File: config.mk
export PLATFORM = sky130hd
export DESIGN_NAME = usiSystem
export DESIGN_NICKNAME = d
export VERILOG_FILES = /design/src/hw/usiPkg.sv /design/src/hw/usiMasterPort.sv /design/src/hw/usiDecoder.sv /design/src/hw/csrBlock.sv /design/src/hw/usiReadMux.sv /design/src/hw/usiSystem.sv
export SDC_FILE = /design/constraint.sdc
export NUM_CORES = 1
export LEC_CHECK = 0
export BUFFER_PORTS_ARGS = -buffer_cell sky130_fd_sc_hd__buf_2
export CORE_UTILIZATION = 40
export DETAILED_ROUTE_END_ITERATION = 6
export PLACE_DENSITY = 0.53
export SLEW_MARGIN = 10
export SYNTH_ARGS = -nofsm -noshare
export SYNTH_HDL_FRONTEND = slang
export SYNTH_SLANG_ARGS = --single-unit
File: constraint.sdc
create_clock -name sysClk -period 3.8 [get_ports sysClk]
set_input_delay 0.19 -clock sysClk [delete_from_list [all_inputs] [get_ports sysClk]]
set_output_delay 0.19 -clock sysClk [all_outputs]
set_load 0.01 [all_outputs]
File: src/hw/usiPkg.sv
`default_nettype none

package usiPkg;

	// --------------------
	// Bus widths
	// --------------------
	localparam int usiDataWidth   = 32;
	localparam int blockAdrsWidth = 4;
	localparam int csrAdrsWidth   = 8;

	// Block address of block 0, address 0 stays unmapped
	localparam logic [blockAdrsWidth-1:0] blockBase = blockAdrsWidth'(1);

	// --------------------
	// Bus words
	// --------------------
	// Block field on top, CSR index below
	typedef struct packed
	{
		logic [blockAdrsWidth-1:0] block;
		logic [csrAdrsWidth-1:0]   csr;
	} usiAdrs_t;

	// Master request
	typedef struct packed
	{
		logic                    write;
		usiAdrs_t                adrs;
		logic [usiDataWidth-1:0] wd;
	} usiReq_t;

	// Response back to the master
	typedef struct packed
	{
		logic [usiDataWidth-1:0] rd;
		logic                    miss;
	} usiRsp_t;

	// Cycle seen by every block, block field already decoded
	typedef struct packed
	{
		logic                    write;
		logic [csrAdrsWidth-1:0] csr;
		logic [usiDataWidth-1:0] wd;
	} usiCyc_t;

endpackage

`default_nettype wire

File: src/hw/usiMasterPort.sv
`default_nettype none

module usiMasterPort
	import usiPkg::*;
(
	input  logic    sysClk,
	input  logic    arstN,
	// External four-phase port
	input  logic    req,
	input  usiReq_t reqData,
	output logic    ack,
	output usiRsp_t rsp,
	// Bus side
	output logic    cycValid,
	output usiReq_t cycReq,
	input  logic    rspValid,
	input  usiRsp_t rspIn
);

	typedef enum logic [1:0]
	{
		stIdle,
		stBusy,
		stAcked
	} portState_t;

	portState_t state;

	// --------------------
	// Handshake FSM
	// --------------------
	always_ff @(posedge sysClk or negedge arstN)
	begin
		if (!arstN)
		begin
			state    <= stIdle;
			ack      <= 1'b0;
			cycValid <= 1'b0;
		end
		else
		begin
			cycValid <= 1'b0;
			case (state)
				stIdle:
				begin
					// Ack is low here, so a new request may start
					if (req)
					begin
						cycValid <= 1'b1;
						state    <= stBusy;
					end
				end
				stBusy:
				begin
					if (rspValid)
					begin
						ack   <= 1'b1;
						state <= stAcked;
					end
				end
				stAcked:
				begin
					// Hold until the environment releases req
					if (!req)
					begin
						ack   <= 1'b0;
						state <= stIdle;
					end
				end
				default:
				begin
					ack   <= 1'b0;
					state <= stIdle;
				end
			endcase
		end
	end

	// --------------------
	// Request and response latches
	// --------------------
	always_ff @(posedge sysClk)
	begin
		if (state == stIdle && req)
			cycReq <= reqData;
		// Response stays put for the whole ack phase
		if (state == stBusy && rspValid)
			rsp <= rspIn;
	end

endmodule

`default_nettype wire

File: src/hw/usiDecoder.sv
`default_nettype none

module usiDecoder
	import usiPkg::*;
#(
	parameter int pBlockCount = 4
)(
	input  logic                   sysClk,
	input  logic                   arstN,
	input  logic                   cycValid,
	input  usiReq_t                cycReq,
	output usiCyc_t                cyc,
	output logic [pBlockCount-1:0] blockSel,
	output logic                   miss
);

	logic [blockAdrsWidth-1:0] blockIdx;
	logic                      blockHit;
	logic [pBlockCount-1:0]    selNext;

	// Block index and range check
	always_comb
	begin
		blockIdx = cycReq.adrs.block - blockBase;
		blockHit = (cycReq.adrs.block >= blockBase) && (int'(blockIdx) < pBlockCount);
		for (int i = 0; i < pBlockCount; i++)
			selNext[i] = blockHit && (int'(blockIdx) == i);
	end

	always_ff @(posedge sysClk or negedge arstN)
	begin
		if (!arstN)
		begin
			blockSel <= '0;
			miss     <= 1'b0;
		end
		else
		begin
			blockSel <= cycValid ? selNext : '0;
			miss     <= cycValid && !blockHit;
		end
	end

	// Broadcast cycle to all blocks
	always_ff @(posedge sysClk)
	begin
		if (cycValid)
		begin
			cyc.write <= cycReq.write;
			cyc.csr   <= cycReq.adrs.csr;
			cyc.wd    <= cycReq.wd;
		end
	end

endmodule

`default_nettype wire

File: src/hw/csrBlock.sv
`default_nettype none

module csrBlock
	import usiPkg::*;
#(
	parameter int pCsrDepth = 4
)(
	input  logic                    sysClk,
	input  logic                    arstN,
	input  logic                    sel,
	input  usiCyc_t                 cyc,
	output logic                    rdValid,
	output logic [usiDataWidth-1:0] rd,
	output logic [7:0]              outByte
);

	localparam int csrIdxWidth = (pCsrDepth > 1) ? $clog2(pCsrDepth) : 1;

	logic [usiDataWidth-1:0] regFile [pCsrDepth];
	logic [csrIdxWidth-1:0]  csrIdx;
	logic                    csrHit;

	// CSR index past the file is ignored
	assign csrIdx = cyc.csr[csrIdxWidth-1:0];
	assign csrHit = int'(cyc.csr) < pCsrDepth;

	// --------------------
	// Register file
	// --------------------
	always_ff @(posedge sysClk or negedge arstN)
	begin
		if (!arstN)
		begin
			for (int i = 0; i < pCsrDepth; i++)
				regFile[i] <= '0;
		end
		else if (sel && cyc.write && csrHit)
			regFile[csrIdx] <= cyc.wd;
	end

	// --------------------
	// Response
	// --------------------
	always_ff @(posedge sysClk or negedge arstN)
	begin
		if (!arstN)
			rdValid <= 1'b0;
		else
			rdValid <= sel;
	end

	// A write echoes the value just written
	always_ff @(posedge sysClk)
	begin
		if (sel)
		begin
			if (!csrHit)
				rd <= '0;
			else if (cyc.write)
				rd <= cyc.wd;
			else
				rd <= regFile[csrIdx];
		end
	end

	// Register 0 low byte drives the output pins
	assign outByte = regFile[0][7:0];

endmodule

`default_nettype wire

File: src/hw/usiReadMux.sv
`default_nettype none

module usiReadMux
	import usiPkg::*;
#(
	parameter int pBlockCount = 4
)(
	input  logic                                     sysClk,
	input  logic                                     arstN,
	input  logic [pBlockCount-1:0]                   rdValid,
	input  logic [pBlockCount-1:0][usiDataWidth-1:0] rd,
	input  logic                                     miss,
	output logic                                     rspValid,
	output usiRsp_t                                  rsp
);

	logic [usiDataWidth-1:0] rdOr;
	logic                    missDly;
	logic                    anyValid;

	// Only the answering block contributes
	always_comb
	begin
		rdOr = '0;
		for (int i = 0; i < pBlockCount; i++)
			if (rdValid[i])
				rdOr = rdOr | rd[i];
	end

	assign anyValid = (|rdValid) || missDly;

	always_ff @(posedge sysClk or negedge arstN)
	begin
		if (!arstN)
		begin
			missDly  <= 1'b0;
			rspValid <= 1'b0;
		end
		else
		begin
			// Decoder miss comes one stage ahead of the block answers
			missDly  <= miss;
			rspValid <= anyValid;
		end
	end

	// Miss gives zero data with the flag set
	always_ff @(posedge sysClk)
	begin
		if (anyValid)
		begin
			rsp.rd   <= missDly ? '0 : rdOr;
			rsp.miss <= missDly;
		end
	end

endmodule

`default_nettype wire

File: src/hw/usiSystem.sv
`default_nettype none

module usiSystem
	import usiPkg::*;
#(
	parameter int pBlockCount = 4,
	parameter int pCsrDepth   = 4
)(
	input  logic                        sysClk,
	input  logic                        arstN,
	input  logic                        req,
	input  usiReq_t                     reqData,
	output logic                        ack,
	output usiRsp_t                     rsp,
	output logic [pBlockCount-1:0][7:0] blockOut
);

	// --------------------
	// Bus wiring
	// --------------------
	logic                                     cycValid;
	usiReq_t                                  cycReq;
	usiCyc_t                                  cyc;
	logic [pBlockCount-1:0]                   blockSel;
	logic                                     decMiss;
	logic [pBlockCount-1:0]                   blockRdValid;
	logic [pBlockCount-1:0][usiDataWidth-1:0] blockRd;
	logic                                     rspValid;
	usiRsp_t                                  rspBus;

	usiMasterPort usiMasterPort (
		.sysClk   (sysClk),
		.arstN    (arstN),
		.req      (req),
		.reqData  (reqData),
		.ack      (ack),
		.rsp      (rsp),
		.cycValid (cycValid),
		.cycReq   (cycReq),
		.rspValid (rspValid),
		.rspIn    (rspBus)
	);

	usiDecoder #(
		.pBlockCount (pBlockCount)
	) usiDecoder (
		.sysClk   (sysClk),
		.arstN    (arstN),
		.cycValid (cycValid),
		.cycReq   (cycReq),
		.cyc      (cyc),
		.blockSel (blockSel),
		.miss     (decMiss)
	);

	// One register block per bus slot
	for (genvar i = 0; i < pBlockCount; i++)
	begin : gBlock
		csrBlock #(
			.pCsrDepth (pCsrDepth)
		) csrBlock (
			.sysClk  (sysClk),
			.arstN   (arstN),
			.sel     (blockSel[i]),
			.cyc     (cyc),
			.rdValid (blockRdValid[i]),
			.rd      (blockRd[i]),
			.outByte (blockOut[i])
		);
	end

	usiReadMux #(
		.pBlockCount (pBlockCount)
	) usiReadMux (
		.sysClk   (sysClk),
		.arstN    (arstN),
		.rdValid  (blockRdValid),
		.rd       (blockRd),
		.miss     (decMiss),
		.rspValid (rspValid),
		.rsp      (rspBus)
	);

endmodule

`default_nettype wire

==> metrics.md <==
| Metric | Value |
|---|---|
| Cell with the most instances after synthesis | `mux2_2` |
| Simple-gate share of the synthesized area | `1.376%` |
| Cell Pwr Density | `543.0 nW/um^2` |
| Internal power | `15.61 mW` |
| Area share of the largest cell type after synthesis | `38.77%` |
| First-pass GRT wire length | `134900 microns` |
| Flop2flop setup slack | `1.21 ns` |
| Switching share of power | `26.66%` |
| Worst Setup SP | `usiDecoder.cyc[36]$_DFFE_PP_` |
| CP max FO | `32` |
| Net count after synthesis | `2274` |
| Synth Register Bits | `807` |
| Synth Warn # | `0` |
| Sequential share of power | `48.5%` |
| Worst path cell trace | `or4_1, nor4b_4, buf_4, mux2_1` |
| Worst hold-check path type | `input pin to asynchronous set/reset pin` |
| Starting DRC count in detailed routing | `1159` |
| Clock power frac | `41.8%` |
| Root Driver | `clkbuf_16` |
| Slew HR | `37.15%` |
| Commonest cells in the netlist | `mux2_2, dfrtp_1, edfxtp_1` |
| Yosys cell types | `31` |
| Clock-pin slew on the worst setup and hold paths | `0.06 ns` |
| CP peak stage delay | `0.75 ns` |
| Worst Reg-to-Reg Cells | `4` |
| Worst setup slack after layout | `1.211 ns` |
| Worst-Skew Late Latency | `0.63 ns` |
| Switching power | `5.675 mW` |
| Max-Cap Viols | `0` |
| DR vias/cell | `5.493` |
| Routed via count | `19430` |
| Pins Over Slew Limit | `0` |
| WP buf/inv | `1` |
| Period utilisation layout | `68.14%` |
| CTS tree | `built` |
| Asr flop ratio synth | `65.30%` |
| Initial antenna violation count | `0` |
| # H-tree levels | `3` |
| Final hold viol count | `0` |
| Top_reg_cell synth | `dfrtp_1` |
| CP Launch Type | `flop` |
| EDFF count, synth | `280` |
| Routability cong. | `0.7360` |
| Fin cells | `3537` |
| Synth-to-layout area growth | `15.26%` |
| Largest delay share family, worst path | `simple AND/OR/NAND/NOR gates` |
| Complex-gate fraction of the synthesized area | `6.680%` |
| Levels on crit path | `4` |
| Largest family of logic cells by synthesized area | `multiplexers` |
| Vias in the first global route | `20960` |
| Tmin final | `2.589 ns` |
| CP Capture Point | `gBlock[3].csrBlock.regFile[12]$_DFFE_PN0P_` |
| Die height | `293.6 microns` |
| Multiplexer area fraction after synthesis | `25.43%` |
| Post-DP HPWL | `49120 microns` |
| Total track usage | `21.07%` |
| Final-stage net count | `2375` |
| I/O pin total | `114` |
| Final setup vio count | `0` |
| Layout cells sized above 1 | `40.66%` |
| Antenna cells | `0` |
| Resized Gates After CTS | `0` |
| I/O Buffers | `113` |
| Grt total ovfl | `0` |
| Post-Synth XOR/XNOR Area | `0.02575%` |
| Slowest CP cell | `or4_1` |
| Critical path arrival | `3.08 ns` |
| Top post-synthesis cells by area | `dfrtp_1, edfxtp_1, mux2_2, a22oi_1, mux2_1` |
| Number of buffers on the longest clock path | `3` |
| Avg WL per Cell | `25.36 microns` |
| Fmax | `386.2 MHz` |
| Setup TNS | `0 ns` |
| Pre-Repair DR Iteration Count | `5` |
| Largest net degree at the start of global routing | `129` |
| Clk_skew | `0.01934 ns` |
| # DRC | `0` |
| Initial Util | `40.52%` |
| CTS buffer count | `89` |
| Mapped cell area | `34010 sq um` |
| RSZ-0062 raised after global routing | `false` |
| DRT Wirelength | `89710 microns` |
| Die width | `293.6 microns` |
| WP data required | `4.29 ns` |
| Syn_area_per_cell | `15.28 sq um` |
| DIE AREA | `86200 sq um` |
| Worst reg2reg path endpoint | `gBlock[3].csrBlock.regFile[12]$_DFFE_PN0P_` |
| Post-Syn Instances | `2226` |
| Worst setup path class | `flop to flop` |
| Core Footprint | `83950 sq um` |
| Post-DRT Antenna Nets | `0` |
| Sequential share of the synthesized area | `63.49%` |
| Leakage Power | `17.66 nW` |
| Worst-Margin Slew | `0.9403 ns` |
| RR Startpoint | `usiDecoder.cyc[36]$_DFFE_PP_` |
| Max IR drop VDD | `0.3322 mV` |
| Core Rows | `106` |
| Setup crit end kind | `flop` |
| Worst slack, placed | `1.238 ns` |
| Logic gate share of total power | `9.7%` |
| Yosys top cell by area | `dfrtp_1` |
| Sink Count | `807` |
| Placed Instances | `3323` |
| Post-Synth Adder-Cell Area | `0%` |
| Status | `finished, final reports clean` |
stage by stage:
stage / power (mW) / hold WS (ns) / util, % / area, sq um
4_1_cts: 21.58 / 0.2205 / 46.70 / 39200
3_5_place_dp: 12.56 / 0.3181 / 42.52 / 35700
6_report: 21.29 / 0.2198 / 46.70 / 39200
2_1_floorplan: 11.29 / -0.1056 / - / 34010
5_1_grt: 22.07 / 0.2528 / 46.70 / 39200
3_3_place_gp: 12.52 / 0.3081 / 42.52 / 35700
cell usage in the layout, fill, tap and decap left out, drive strengths merged, types with 2 or more instances in the layout:
| cell | instances |
|---|---|
| dlygate4sd3 | 47 |
| clkbuf | 124 |
| nor4b | 4 |
| a21oi | 162 |
| nand2b | 2 |
| inv | 2 |
| edfxtp | 280 |
| buf | 176 |
| and2 | 4 |
| nor2 | 8 |
| bufinv | 10 |
| and4 | 2 |
| nand2 | 38 |
| nor2b | 4 |
| mux2 | 768 |
| clkinv | 27 |
| a22oi | 192 |
| dfrtp | 527 |
| clkinvlp | 4 |
| nand4 | 10 |
power by group through the flow:
stage / registers, mW / logic, mW / clock network [mW]
6_report: 10.3 / 2.06 / 8.90
5_1_grt: 10.4 / 2.19 / 9.47
4_1_cts: 10.4 / 2.09 / 9.13
3_5_place_dp: 10.5 / 2.05 / 0
3_3_place_gp: 10.5 / 2.02 / 0
2_1_floorplan: 10.1 / 1.14 / 0
cells by family after synthesis:
logic type	Yosys count
multiplexers	768
AO/OA/AOI/OAI	357
flip-flops	807
buffers and inverters	213
XOR/XNOR	1
AND/OR/NAND/NOR	80
worst min-delay path by stage:
stage | end | slack (ns)
global route | usiMasterPort.cycReq[23]$_DFFE_PP_ | 0.25
finish | gBlock[2].csrBlock.regFile[26]$_DFFE_PN0P_ | 0.22
global placement | usiMasterPort.cycValid$_DFF_PN0_ | 0.31
detailed placement | gBlock[2].csrBlock.regFile[26]$_DFFE_PN0P_ | 0.32
floorplan | gBlock[0].csrBlock.outByte[0]$_DFFE_PN0P_ | -0.11
CTS | usiMasterPort.cycReq[7]$_DFFE_PP_ | 0.22
layer usage:
layer,track usage [%],routed length (microns)
met5,0,0
met4,7.266,2642
met3,3.104,3740
met2,35.07,43600
met1,28.12,39730
area by class of cell:
type	count	area [sq um]
flip-flops and latches	807	21600
repair buffers	223	1694
clock inverters	43	476.7
multi-input cells	1206	11450
clock buffers	124	2556
fillers	7316	44750
well taps	1134	1419
timing repair:
action,4_1_cts,5_1_grt
setup buffers,0,0
hold endpoints to repair,134,0
hold buffers,47,0
registers in the layout, summed over array words and instances (netlist names):
name,flops
usiMasterPort.ack,1
usiMasterPort.state,2
usiDecoder.blockSel,4
usiReadMux.missDly,1
usiMasterPort.rsp,33
usiReadMux.rsp,33
gBlock.csrBlock.rd,128
gBlock.csrBlock.rdValid,4
gBlock.csrBlock.outByte,32
usiDecoder.cyc,41
usiReadMux.rspValid,1
usiMasterPort.cycReq,45
usiMasterPort.cycValid,1
usiDecoder.miss,1
gBlock.csrBlock.regFile,480
No activity file was read; power rests on OpenSTA's default activity.
